--- src/vertex_job_pkg.sv ---
////////////////////////////////////////////////////////////
// shared types for the vertex job control unit
// widths, array field tags, FSM states and the structs that
// travel on the descriptor, command and job ports
////////////////////////////////////////////////////////////

package vertex_job_pkg;

	////////////////////////////////////////////////////////////
	// widths
	////////////////////////////////////////////////////////////

	localparam int VERTEX_W   = 32;
	localparam int ADDR_W     = 32;
	// bytes in one vertex word of a memory line
	localparam int WORD_BYTES = 4;

	typedef logic [VERTEX_W-1:0] vertex_word_t;
	typedef logic [VERTEX_W-1:0] vertex_id_t;
	typedef logic [ADDR_W-1:0]   addr_t;

	////////////////////////////////////////////////////////////
	// enums
	////////////////////////////////////////////////////////////

	// array a read command or returned line belongs to
	typedef enum logic [1:0] {
		OUT_DEGREE     = 2'd0,
		EDGES_IDX      = 2'd1,
		INV_OUT_DEGREE = 2'd2
	} vertex_field_e;

	typedef enum logic [2:0] {
		IDLE,
		WAIT_UNPACKER,
		SEND_OUT_DEGREE,
		SEND_EDGES_IDX,
		SEND_INV_OUT_DEGREE,
		ADVANCE
	} seq_state_e;

	typedef enum logic {
		COLLECT,
		EMIT
	} unpack_state_e;

	////////////////////////////////////////////////////////////
	// structs
	////////////////////////////////////////////////////////////

	typedef struct packed {
		vertex_id_t num_vertices;
		addr_t      out_degree_base;
		addr_t      edges_idx_base;
		addr_t      inv_out_degree_base;
	} graph_desc_t;

	// one line read, count is the number of valid vertices in it
	typedef struct packed {
		addr_t         addr;
		vertex_field_e field;
		logic [7:0]    count;
	} read_cmd_t;

	typedef struct packed {
		vertex_id_t   id;
		vertex_word_t out_degree;
		vertex_word_t edges_idx;
		vertex_word_t inv_out_degree;
	} vertex_job_t;

endpackage

--- src/vertex_read_sequencer.sv ---
////////////////////////////////////////////////////////////
// takes one graph descriptor and walks its vertex arrays
// one batch of up to LINE_VERTICES vertices at a time,
// issuing one line read per array once the unpacker is idle
////////////////////////////////////////////////////////////

`timescale 1ns/1ps

module vertex_read_sequencer #(
	parameter int LINE_VERTICES = 4
) (
	input  logic                        clock,
	input  logic                        rstn,
	input  logic                        desc_valid,
	output logic                        desc_ready,
	input  vertex_job_pkg::graph_desc_t desc,
	input  logic                        unpacker_idle,
	output logic                        batch_start,
	output logic [7:0]                  batch_count,
	output logic                        cmd_valid,
	input  logic                        cmd_ready,
	output vertex_job_pkg::read_cmd_t   cmd
);

	vertex_job_pkg::seq_state_e  state, state_next;
	vertex_job_pkg::graph_desc_t desc_q;
	vertex_job_pkg::vertex_id_t  remaining;
	vertex_job_pkg::addr_t       offset;
	logic [7:0]                  count_q;

	assign desc_ready = (state == vertex_job_pkg::IDLE);
	assign cmd_valid  = (state == vertex_job_pkg::SEND_OUT_DEGREE) ||
		(state == vertex_job_pkg::SEND_EDGES_IDX) ||
		(state == vertex_job_pkg::SEND_INV_OUT_DEGREE);

	// partial batch at the tail of the array
	assign batch_count = (remaining > vertex_job_pkg::vertex_id_t'(LINE_VERTICES)) ?
		8'(LINE_VERTICES) : remaining[7:0];
	assign batch_start = (state == vertex_job_pkg::WAIT_UNPACKER) && unpacker_idle &&
		(remaining != '0);

	////////////////////////////////////////////////////////////
	// FSM
	////////////////////////////////////////////////////////////

	always_comb begin
		state_next = state;
		case (state)
			vertex_job_pkg::IDLE: begin
				if (desc_valid)
					state_next = vertex_job_pkg::WAIT_UNPACKER;
			end
			vertex_job_pkg::WAIT_UNPACKER: begin
				if (remaining == '0)
					state_next = vertex_job_pkg::IDLE;
				else if (unpacker_idle)
					state_next = vertex_job_pkg::SEND_OUT_DEGREE;
			end
			vertex_job_pkg::SEND_OUT_DEGREE: begin
				if (cmd_ready)
					state_next = vertex_job_pkg::SEND_EDGES_IDX;
			end
			vertex_job_pkg::SEND_EDGES_IDX: begin
				if (cmd_ready)
					state_next = vertex_job_pkg::SEND_INV_OUT_DEGREE;
			end
			vertex_job_pkg::SEND_INV_OUT_DEGREE: begin
				if (cmd_ready)
					state_next = vertex_job_pkg::ADVANCE;
			end
			vertex_job_pkg::ADVANCE: begin
				if (remaining == vertex_job_pkg::vertex_id_t'(count_q))
					state_next = vertex_job_pkg::IDLE;
				else
					state_next = vertex_job_pkg::WAIT_UNPACKER;
			end
			default: state_next = vertex_job_pkg::IDLE;
		endcase
	end

	always_ff @(posedge clock or negedge rstn) begin
		if (!rstn) begin
			state     <= vertex_job_pkg::IDLE;
			remaining <= '0;
			offset    <= '0;
			count_q   <= '0;
		end else begin
			state <= state_next;
			if (desc_valid && desc_ready) begin
				remaining <= desc.num_vertices;
				offset    <= '0;
			end
			if (batch_start)
				count_q <= batch_count;
			if (state == vertex_job_pkg::ADVANCE) begin
				remaining <= remaining - vertex_job_pkg::vertex_id_t'(count_q);
				offset    <= offset +
					vertex_job_pkg::addr_t'(LINE_VERTICES * vertex_job_pkg::WORD_BYTES);
			end
		end
	end

	always_ff @(posedge clock) begin
		if (desc_valid && desc_ready)
			desc_q <= desc;
	end

	////////////////////////////////////////////////////////////
	// command payload, stable while the state waits on ready
	////////////////////////////////////////////////////////////

	always_comb begin
		cmd.count = count_q;
		case (state)
			vertex_job_pkg::SEND_EDGES_IDX: begin
				cmd.addr  = desc_q.edges_idx_base + offset;
				cmd.field = vertex_job_pkg::EDGES_IDX;
			end
			vertex_job_pkg::SEND_INV_OUT_DEGREE: begin
				cmd.addr  = desc_q.inv_out_degree_base + offset;
				cmd.field = vertex_job_pkg::INV_OUT_DEGREE;
			end
			default: begin
				cmd.addr  = desc_q.out_degree_base + offset;
				cmd.field = vertex_job_pkg::OUT_DEGREE;
			end
		endcase
	end

endmodule

--- src/vertex_line_unpacker.sv ---
////////////////////////////////////////////////////////////
// collects the three lines of a batch in any order, then
// walks them one vertex per cycle; vertices with a zero
// inverse out degree are dropped and counted
////////////////////////////////////////////////////////////

`timescale 1ns/1ps

module vertex_line_unpacker #(
	parameter int LINE_VERTICES = 4
) (
	input  logic                                             clock,
	input  logic                                             rstn,
	input  logic                                             batch_start,
	input  logic [7:0]                                       batch_count,
	input  logic                                             rd_valid,
	input  vertex_job_pkg::vertex_field_e                    rd_field,
	input  vertex_job_pkg::vertex_word_t [LINE_VERTICES-1:0] rd_line,
	output logic                                             unpacker_idle,
	output logic                                             push_valid,
	input  logic                                             push_ready,
	output vertex_job_pkg::vertex_job_t                      push_job,
	output vertex_job_pkg::vertex_id_t                       filtered_count
);

	vertex_job_pkg::unpack_state_e state;
	vertex_job_pkg::vertex_word_t [LINE_VERTICES-1:0] line_q [0:2];
	logic [2:0]                    arrived, arrived_next;
	logic                          busy;
	logic [7:0]                    count_q;
	logic [7:0]                    idx;
	vertex_job_pkg::vertex_id_t    next_id;
	logic                          keep;
	logic                          step;
	logic                          last;

	assign unpacker_idle = !busy;

	always_comb begin
		arrived_next = arrived;
		if (rd_valid)
			arrived_next[rd_field] = 1'b1;
	end

	// line registers, one per array, picked by the field tag
	always_ff @(posedge clock) begin
		if (rd_valid)
			line_q[rd_field] <= rd_line;
	end

	////////////////////////////////////////////////////////////
	// vertex assembly
	////////////////////////////////////////////////////////////

	always_comb begin
		push_job.id             = next_id;
		push_job.out_degree     = line_q[vertex_job_pkg::OUT_DEGREE][idx];
		push_job.edges_idx      = line_q[vertex_job_pkg::EDGES_IDX][idx];
		push_job.inv_out_degree = line_q[vertex_job_pkg::INV_OUT_DEGREE][idx];
	end

	assign keep       = (push_job.inv_out_degree != '0);
	assign push_valid = (state == vertex_job_pkg::EMIT) && keep;
	// a filtered vertex never waits on the queue
	assign step       = (state == vertex_job_pkg::EMIT) && (!keep || push_ready);
	assign last       = (idx == count_q - 8'd1);

	////////////////////////////////////////////////////////////
	// control
	////////////////////////////////////////////////////////////

	always_ff @(posedge clock or negedge rstn) begin
		if (!rstn) begin
			state          <= vertex_job_pkg::COLLECT;
			arrived        <= '0;
			busy           <= 1'b0;
			count_q        <= '0;
			idx            <= '0;
			next_id        <= '0;
			filtered_count <= '0;
		end else begin
			if (batch_start) begin
				busy    <= 1'b1;
				count_q <= batch_count;
			end
			case (state)
				vertex_job_pkg::COLLECT: begin
					arrived <= arrived_next;
					// start emitting the cycle after the third line lands
					if (busy && (arrived_next == 3'b111))
						state <= vertex_job_pkg::EMIT;
				end
				vertex_job_pkg::EMIT: begin
					if (step) begin
						next_id <= next_id + 1'b1;
						if (!keep)
							filtered_count <= filtered_count + 1'b1;
						if (last) begin
							state   <= vertex_job_pkg::COLLECT;
							busy    <= 1'b0;
							arrived <= '0;
							idx     <= '0;
						end else begin
							idx <= idx + 8'd1;
						end
					end
				end
				default: state <= vertex_job_pkg::COLLECT;
			endcase
		end
	end

endmodule

--- src/vertex_job_queue.sv ---
////////////////////////////////////////////////////////////
// circular FIFO of vertex jobs, valid/ready on both sides
// JOB_DEPTH must be a power of two
////////////////////////////////////////////////////////////

`timescale 1ns/1ps

module vertex_job_queue #(
	parameter int JOB_DEPTH = 8
) (
	input  logic                        clock,
	input  logic                        rstn,
	input  logic                        push_valid,
	output logic                        push_ready,
	input  vertex_job_pkg::vertex_job_t push_job,
	output logic                        job_valid,
	input  logic                        job_ready,
	output vertex_job_pkg::vertex_job_t job
);

	localparam int PTR_W = $clog2(JOB_DEPTH);

	vertex_job_pkg::vertex_job_t mem [JOB_DEPTH];
	logic [PTR_W-1:0]            wr_ptr;
	logic [PTR_W-1:0]            rd_ptr;
	logic [PTR_W:0]              occupancy;
	logic                        do_push;
	logic                        do_pop;

	assign push_ready = (occupancy != (PTR_W+1)'(JOB_DEPTH));
	assign job_valid  = (occupancy != '0);
	assign job        = mem[rd_ptr];
	assign do_push    = push_valid && push_ready;
	assign do_pop     = job_valid && job_ready;

	always_ff @(posedge clock) begin
		if (do_push)
			mem[wr_ptr] <= push_job;
	end

	// pointers wrap on their own since the depth is a power of two
	always_ff @(posedge clock or negedge rstn) begin
		if (!rstn) begin
			wr_ptr    <= '0;
			rd_ptr    <= '0;
			occupancy <= '0;
		end else begin
			if (do_push)
				wr_ptr <= wr_ptr + 1'b1;
			if (do_pop)
				rd_ptr <= rd_ptr + 1'b1;
			if (do_push && !do_pop)
				occupancy <= occupancy + 1'b1;
			else if (do_pop && !do_push)
				occupancy <= occupancy - 1'b1;
		end
	end

endmodule

--- src/vertex_job_control.sv ---
////////////////////////////////////////////////////////////
// vertex job control top level
// sequencer issues line reads, unpacker turns returned lines
// into vertex jobs, queue hands them to the compute unit
////////////////////////////////////////////////////////////

`timescale 1ns/1ps

module vertex_job_control #(
	parameter int LINE_VERTICES = 4,
	parameter int JOB_DEPTH     = 8
) (
	input  logic                                             clock,
	input  logic                                             rstn,
	// descriptor
	input  logic                                             desc_valid,
	output logic                                             desc_ready,
	input  vertex_job_pkg::graph_desc_t                      desc,
	// memory read commands
	output logic                                             cmd_valid,
	input  logic                                             cmd_ready,
	output vertex_job_pkg::read_cmd_t                        cmd,
	// returned lines
	input  logic                                             rd_valid,
	input  vertex_job_pkg::vertex_field_e                    rd_field,
	input  vertex_job_pkg::vertex_word_t [LINE_VERTICES-1:0] rd_line,
	// jobs to the compute unit
	output logic                                             job_valid,
	input  logic                                             job_ready,
	output vertex_job_pkg::vertex_job_t                      job,
	output vertex_job_pkg::vertex_id_t                       filtered_count
);

	logic                        batch_start;
	logic [7:0]                  batch_count;
	logic                        unpacker_idle;
	logic                        push_valid;
	logic                        push_ready;
	vertex_job_pkg::vertex_job_t push_job;

	vertex_read_sequencer #(
		.LINE_VERTICES(LINE_VERTICES)
	) u_sequencer (
		.clock        (clock),
		.rstn         (rstn),
		.desc_valid   (desc_valid),
		.desc_ready   (desc_ready),
		.desc         (desc),
		.unpacker_idle(unpacker_idle),
		.batch_start  (batch_start),
		.batch_count  (batch_count),
		.cmd_valid    (cmd_valid),
		.cmd_ready    (cmd_ready),
		.cmd          (cmd)
	);

	vertex_line_unpacker #(
		.LINE_VERTICES(LINE_VERTICES)
	) u_unpacker (
		.clock         (clock),
		.rstn          (rstn),
		.batch_start   (batch_start),
		.batch_count   (batch_count),
		.rd_valid      (rd_valid),
		.rd_field      (rd_field),
		.rd_line       (rd_line),
		.unpacker_idle (unpacker_idle),
		.push_valid    (push_valid),
		.push_ready    (push_ready),
		.push_job      (push_job),
		.filtered_count(filtered_count)
	);

	vertex_job_queue #(
		.JOB_DEPTH(JOB_DEPTH)
	) u_queue (
		.clock     (clock),
		.rstn      (rstn),
		.push_valid(push_valid),
		.push_ready(push_ready),
		.push_job  (push_job),
		.job_valid (job_valid),
		.job_ready (job_ready),
		.job       (job)
	);

endmodule

--- config.mk ---
export PLATFORM = sky130hd
export DESIGN_NAME = vertex_job_control
export DESIGN_NICKNAME = d
export VERILOG_FILES = /design/src/vertex_job_pkg.sv /design/src/vertex_read_sequencer.sv /design/src/vertex_line_unpacker.sv /design/src/vertex_job_queue.sv /design/src/vertex_job_control.sv
export SDC_FILE = /design/constraint.sdc
export NUM_CORES = 2
export LEC_CHECK = 0
export ABC_AREA = 1
export BUFFER_PORTS_ARGS = -buffer_cell sky130_fd_sc_hd__buf_2
export CAP_MARGIN = 20
export CELL_PAD_IN_SITES_DETAIL_PLACEMENT = 1
export CELL_PAD_IN_SITES_GLOBAL_PLACEMENT = 1
export CORE_MARGIN = 5
export CORE_UTILIZATION = 43
export DETAILED_ROUTE_END_ITERATION = 8
export PLACE_DENSITY = 0.73
export SLEW_MARGIN = 25
export SYNTH_ARGS = -nofsm -noshare
export SYNTH_HDL_FRONTEND = slang
export SYNTH_SLANG_ARGS = --single-unit
--- constraint.sdc ---
create_clock -name clock -period 14.9 [get_ports clock]
set_input_delay 2.98 -clock clock [delete_from_list [all_inputs] [get_ports clock]]
set_output_delay 2.98 -clock clock [all_outputs]
set_load 0.005 [all_outputs]
# [Word-level counts from Yosys, hierarchy flattened]
# Memory sizes are Yosys's and may differ from the RTL's.
# Index checks and enable logic that the tools add are counted.
[word_totals] reg_bits=258 ramBits=1408 input_bits=264 memories=2
[classes] n_addsub=13 n_bitwise=3 n_lt_le_gt_ge=4 mux=41 n_eq_ne=16 reduce_logical=29
[mem_list] memory="u_queue.mem" words=8 word_bits=128 read_ports=1 rd_ports_with_merged_regs=0 write_ports=1 line="vertex_job_queue.sv:23" rtl="vertex_job_pkg::vertex_job_t mem [JOB_DEPTH];"
[mem_list] memory="u_unpacker.line_q" words=3 word_bits=128 read_ports=3 rd_ports_with_merged_regs=0 write_ports=1 line="vertex_line_unpacker.sv:27" rtl="vertex_job_pkg::vertex_word_t [LINE_VERTICES-1:0] line_q [0:2];"
[op_table] cell="$mux W32" count=7
[op_table] cell="$bmux W32 S2" count=3
[op_table] cell="$add A32 B32 Y32" count=3
[op_table] cell="$pmux W34 S2" count=1
[op_table] cell="$add A32 B1 Y32 const B" count=2
[op_table] cell="$reduce_bool A32 Y1" count=2
[op_table] cell="$add A32 B5 Y32 const B" count=1
[op_table] cell="$eq A32 B8 Y1" count=1
[op_table] cell="$gt A32 B3 Y1 const B" count=1
[op_table] cell="$logic_not A32 Y1" count=1
[op_table] cell="$sub A32 B8 Y32" count=1
[op_table] cell="$mux W3" count=9
[op_table] cell="$pmux W3 S6" count=1
[op_table] cell="$mux W8" count=2
[op_table] cell="$mux W1" count=13
[op_table] cell="$ne A2 B2 Y1 const B" count=6
[op_table] cell="$logic_and A1 B1 Y1" count=11
[op_table] cell="$eq A3 B3 Y1 const B" count=3
[op_table] cell="$add A8 B1 Y8 const B" count=1
[op_table] cell="$eq A8 B8 Y1" count=1
[op_table] cell="$lt A8 B3 Y1 const B" count=1
[op_table] cell="$mux W4" count=2
[op_table] cell="$sub A8 B1 Y8 const B" count=1
[op_table] cell="$add A3 B1 Y3 const B" count=2
[op_table] cell="other kinds (21)" count=30

# [Longest topological paths before layout]
[depth] ltp_word=10 depth_mapped=23 ltp_nobuf=20

# [Cells and area by module]
# Synthesis repeated with hierarchy kept, for this count alone.
[hier_totals] hier_cells=6442 area_unflattened_um2=70624.0
[modules_own_cells] module="vertex_job_queue" n_inst=1 seq_area_each_um2=30999.7 area_each_um2=41086.9 cells_each=3483
[modules_own_cells] module="vertex_line_unpacker" n_inst=1 seq_area_each_um2=13658.1 area_each_um2=19757.7 cells_each=1798
[modules_own_cells] module="vertex_read_sequencer" n_inst=1 seq_area_each_um2=4659.5 area_each_um2=9779.4 cells_each=1161

# [Worst setup path before layout]
# No wires, ideal clock.
[synth_timing] path_kind="flip-flop to flip-flop" startpoint="reg u_unpacker.idx[0]" endpoint="mem u_queue.mem[7][0] in the netlist's numbering (enable)" setup_slack_ns=4.094 synth_period_minus_slack_ns=10.806 path_stages_with_launch=15 arrival_time_ns=10.032 setup_ns=0.773 required_time_ns=14.127 path_cell_list="dfrtp_1 -> buf_4 -> inv_2 -> buf_4 -> buf_6 -> nand2_1 -> nand3_1 -> nand2_1 -> nand2_1 -> nor2_1 -> nand2_1 -> nor2_2 -> nand2_1 -> nand2_1 -> nor3_1"
[synth_between] elab_chain_cells=7
[synth_lines] item="start, declared" line="vertex_line_unpacker.sv:31" rtl="logic [7:0] idx;"
[synth_lines] item="start signal, assigned" line="vertex_line_unpacker.sv:104" rtl="idx <= idx + 8'd1;"
[synth_lines] item="$bmux W32 S2" line="vertex_line_unpacker.sv:59" rtl="push_job.inv_out_degree = line_q[vertex_job_pkg::INV_OUT_DEGREE][idx];"
[synth_lines] item="$mux W32 (implied by the code)" line="vertex_line_unpacker.sv:59"
[synth_lines] item="$reduce_bool A32 Y1" line="vertex_line_unpacker.sv:62" rtl="assign keep = (push_job.inv_out_degree != '0);"
[synth_lines] item="$logic_and A1 B1 Y1" line="vertex_line_unpacker.sv:63" rtl="assign push_valid = (state == vertex_job_pkg::EMIT) && keep;"
[synth_lines] item="$logic_and A1 B1 Y1" line="vertex_job_queue.sv:33" rtl="assign do_push = push_valid && push_ready;"
[synth_lines] item="$mux W1" line="vertex_job_queue.sv:37" rtl="if (do_push)"
[synth_lines] item="$mux W1 (implied by the code)" line="vertex_job_queue.sv:38" rtl="mem[wr_ptr] <= push_job;"
[synth_lines] item="end, declared" line="vertex_job_queue.sv:23"
# Every way passes these cells. The select of a mux whose other input is x is not followed.

==> metrics.txt <==
status=complete, no violations; Yosys Warn Count=0; Synth Area in Simple Gates=0.1371; initial antenna violation count=just under 60; Avg Cell Area, Syn=approximately 12 um2; HPWL Detailed=131.5 mm; Synth area leaders=edfxtp_1, nor2_1, dfrtp_1; DRC violations left=0; Fill cells=~17k; setup TNS=0 ns; max_slew headroom=0.2801; Layout Nets=6573; # IOs=approximately 470; via/cell ratio=~5.6; gr usage total=0.2421; first-pass GRT wire length=about 310 mm; max-slew violation count=0; Net Sw Power=roughly 7 mW; Setup crit end kind=output port; DR vias=47.62k; crit path DAT=roughly 4.9 ns; Cell Area, Placed=72950 um2; number of CTS-inserted buffers=about 180; Combinational Power Share=0.351; crit path max fanout=32; Synth Area in XOR/XNOR=0.01369; Post-CTS Setup Inserts=0; drt first pass iters=5; WL final=approximately 210 mm; clk buf depth=3; largest net degree at the start of global routing=between 200 and 250; Static Leak=about 28 nW; die width=approximately 410 um; Cell Int Power=around 11 mW; Routed Antenna Nets=0; maximum capacitance violations=0; top cell type's share of synthesized area=0.6596; Worst Path Required=between 10 and 15 ns; Post-synth top cells=edfxtp_1, nor2_1, nand2_1, o21ai_0, clkbuf_1; Max VDD drop=~0.00017 V; Syn Nets=6158; Slew @ Worst Pin=~1.1 ns; fin area=78700 um2; Hold Fails Final Rpt=0; clock share of power=0.242; crit path kind=reg2out; CTS clk-pin slew, worst paths=0.06 ns; ys flop type=edfxtp_1; CP startpoint kind=flip-flop; Mapped Cells=a little under 6k; layout cell share with drive strength beyond 1=0.1280; final cell count without fillers=8509; die height=slightly above 400 um; Post-Synth Adder-Cell Area=0.008990; Max Clk Rate=about 130 MHz; # placed instances=between 8k and 9k; vias in the first global route=~50k; Unique masters post-synth=between 40 and 50; unrepaired setup endpoints after global routing=no; GR Overflow Total=0; Initial Util=0.4323; register area share after synthesis=0.7173; worst hold path class=reg2reg; final worst-path cycle share=0.5264; CTS tree=yes; wire per inst=approximately 24 um; core area=158400 um2; Sw Share=0.3914; post-layout util=0.4969; Final Setup Violations=0; drt initial violations=just over 4k; root buffer cell=clkbuf_16; Setup Skew=about 0.046 ns; power density over cell area=222.5 nW/um2; Period minus WS final=a little under 8 ns; EDFF count, synth=1504; Synth Area in Compound Gates=0.09334; clock latency on the worst-skew pair=roughly 0.84 ns; # clock sinks=roughly 1.7k; I/O Buffers=~470; FF+latch count, synth=approximately 1.7k; Synth area leader=edfxtp_1; dominant cell by count in the synthesized netlist=edfxtp_1; H-tree Lvls=4; Die Area=~170000 um2; Area Growth Syn to Fin=14.94%; # rows=about 150; cts repair resizes=0; largest family of logic cells by synthesized area=simple AND/OR/NAND/NOR gates; post-synthesis mux area share=0.0002924; mapped cell area=approximately 68000 um2; sequential power share=0.406; # hold bufs at CTS=0; asr flop ratio synth=0.09507; GP Congestion=just under 0.9
-- metal layers --
| metal | global-route usage | vias up | share of wire |
|---|---|---|---|
| met5 | 0 | - | 0.0013 |
| li1 | - | 21683 | - |
| met3 | 0.05505 | 329 | 0.072 |
| met4 | 0.08848 | 38 | 0.033 |
| met2 | 0.3923 | 1435 | 0.47 |
| met1 | 0.3210 | 24138 | 0.42 |
-- power groups by stage --
| stage | clock, mW | sequential, mW | combinational (mW) |
|---|---|---|---|
| 2_1_floorplan | 0 | 7.20 | 3.47 |
| 3_3_place_gp | 0 | 7.15 | 5.93 |
| 3_5_place_dp | 0 | 7.21 | 6.15 |
| 4_1_cts | 4.33 | 7.12 | 6.19 |
| 5_1_grt | 4.54 | 7.20 | 6.73 |
| 6_report | 4.24 | 7.11 | 6.15 |
-- stage by stage --
stage	setup WS (ns)	power, mW	hold WS (ns)
final	7.057	17.51	0.4695
after global placement	7.406	13.08	0.4462
after CTS	6.426	17.64	0.4770
after global routing	6.724	18.46	0.4960
after floorplan	4.094	10.67	0.4345
after detailed placement	7.338	13.35	0.4607
-- worst paths after layout --
kind                            slack [ns]                      to  cells after the start             startpoint
worst max-delay path                  7.06                 cmd[31]                     18   u_sequencer.state[1]
worst min-delay path                  0.47   u_unpacker.arrived[0]                      2  u_unpacker.arrived[0]
worst max register to register        8.08      u_queue.mem[0][75]                     18      u_unpacker.idx[0]
worst min register to register        0.47   u_unpacker.arrived[0]                      2  u_unpacker.arrived[0]
max in group asynchronous            11.27       u_unpacker.idx[0]                      2                   rstn
min in group asynchronous             2.25  u_unpacker.next_id[24]                      1                   rstn
-- state kept, by name, indices dropped and copies added, names as in the netlist --
signal,count
u_queue.mem,1024
u_queue.occupancy,4
u_queue.rd_ptr,3
u_queue.wr_ptr,3
u_sequencer.desc_q,96
u_sequencer.offset,28
u_sequencer.remaining,32
u_sequencer.state,3
u_unpacker.arrived,3
u_unpacker.busy,1
u_unpacker.count_q,8
u_unpacker.filtered_count,32
u_unpacker.idx,8
u_unpacker.line_q,384
u_unpacker.next_id,32
u_unpacker.state,1
-- kinds of logic (layout without fill, tap and decap cells) --
family                   after synthesis  in the layout
AO/OA/AOI/OAI                       1176           1176
XOR/XNOR                             107            107
adder cells (fa/ha/maj)               48             48
buffers and inverters                510           1070
flip-flops                          1662           1662
multiplexers                           2              2
other                                  1             32
AND/OR/NAND/NOR                     2340           2340
-- cells in the final DEF, fill, tap and decap left out, drive strengths merged, types with 86 or more instances in the layout --
master  count
a31oi     128
buf       537
clkbuf    229
dfrtp     158
edfxtp   1504
inv       214
nand2     768
nand3     224
nor2     1214
o21ai     746
o22ai     198
xor2       86
-- worst max-delay path, stage by stage, from the launching register on --
cell and delay (ns):
dfrtp_1 0.46, nor2_1 0.32, nand2_1 0.20, inv_1 0.09, buf_4 0.37, nor2_2 0.05
buf_4 0.27, nand2_1 0.11, nand3_1 0.09, ha_1 0.38, inv_1 0.07, o21bai_1 0.29
a21boi_0 0.17, buf_4 0.19, o21ai_0 0.40, nand3_1 0.13, nand2_1 0.10, xor2_1 0.17
buf_2 0.14
-- layout make-up --
| type | instances | area, um2 | area share |
|---|---|---|---|
| inverter | 209 | 820.8 | 0.01043 |
| tap | 2072 | 2592 | 0.03294 |
| multi-input combinational | 3674 | 17500 | 0.2223 |
| clock buffer | 228 | 4682 | 0.05949 |
| clock inverter | 95 | 907.1 | 0.01153 |
| antenna | 31 | 77.57 | 0.0009857 |
| timing repair buffer | 538 | 2994 | 0.03804 |
| sequential | 1662 | 49130 | 0.6243 |
Note: power is estimated with default switching activity, not from simulation.
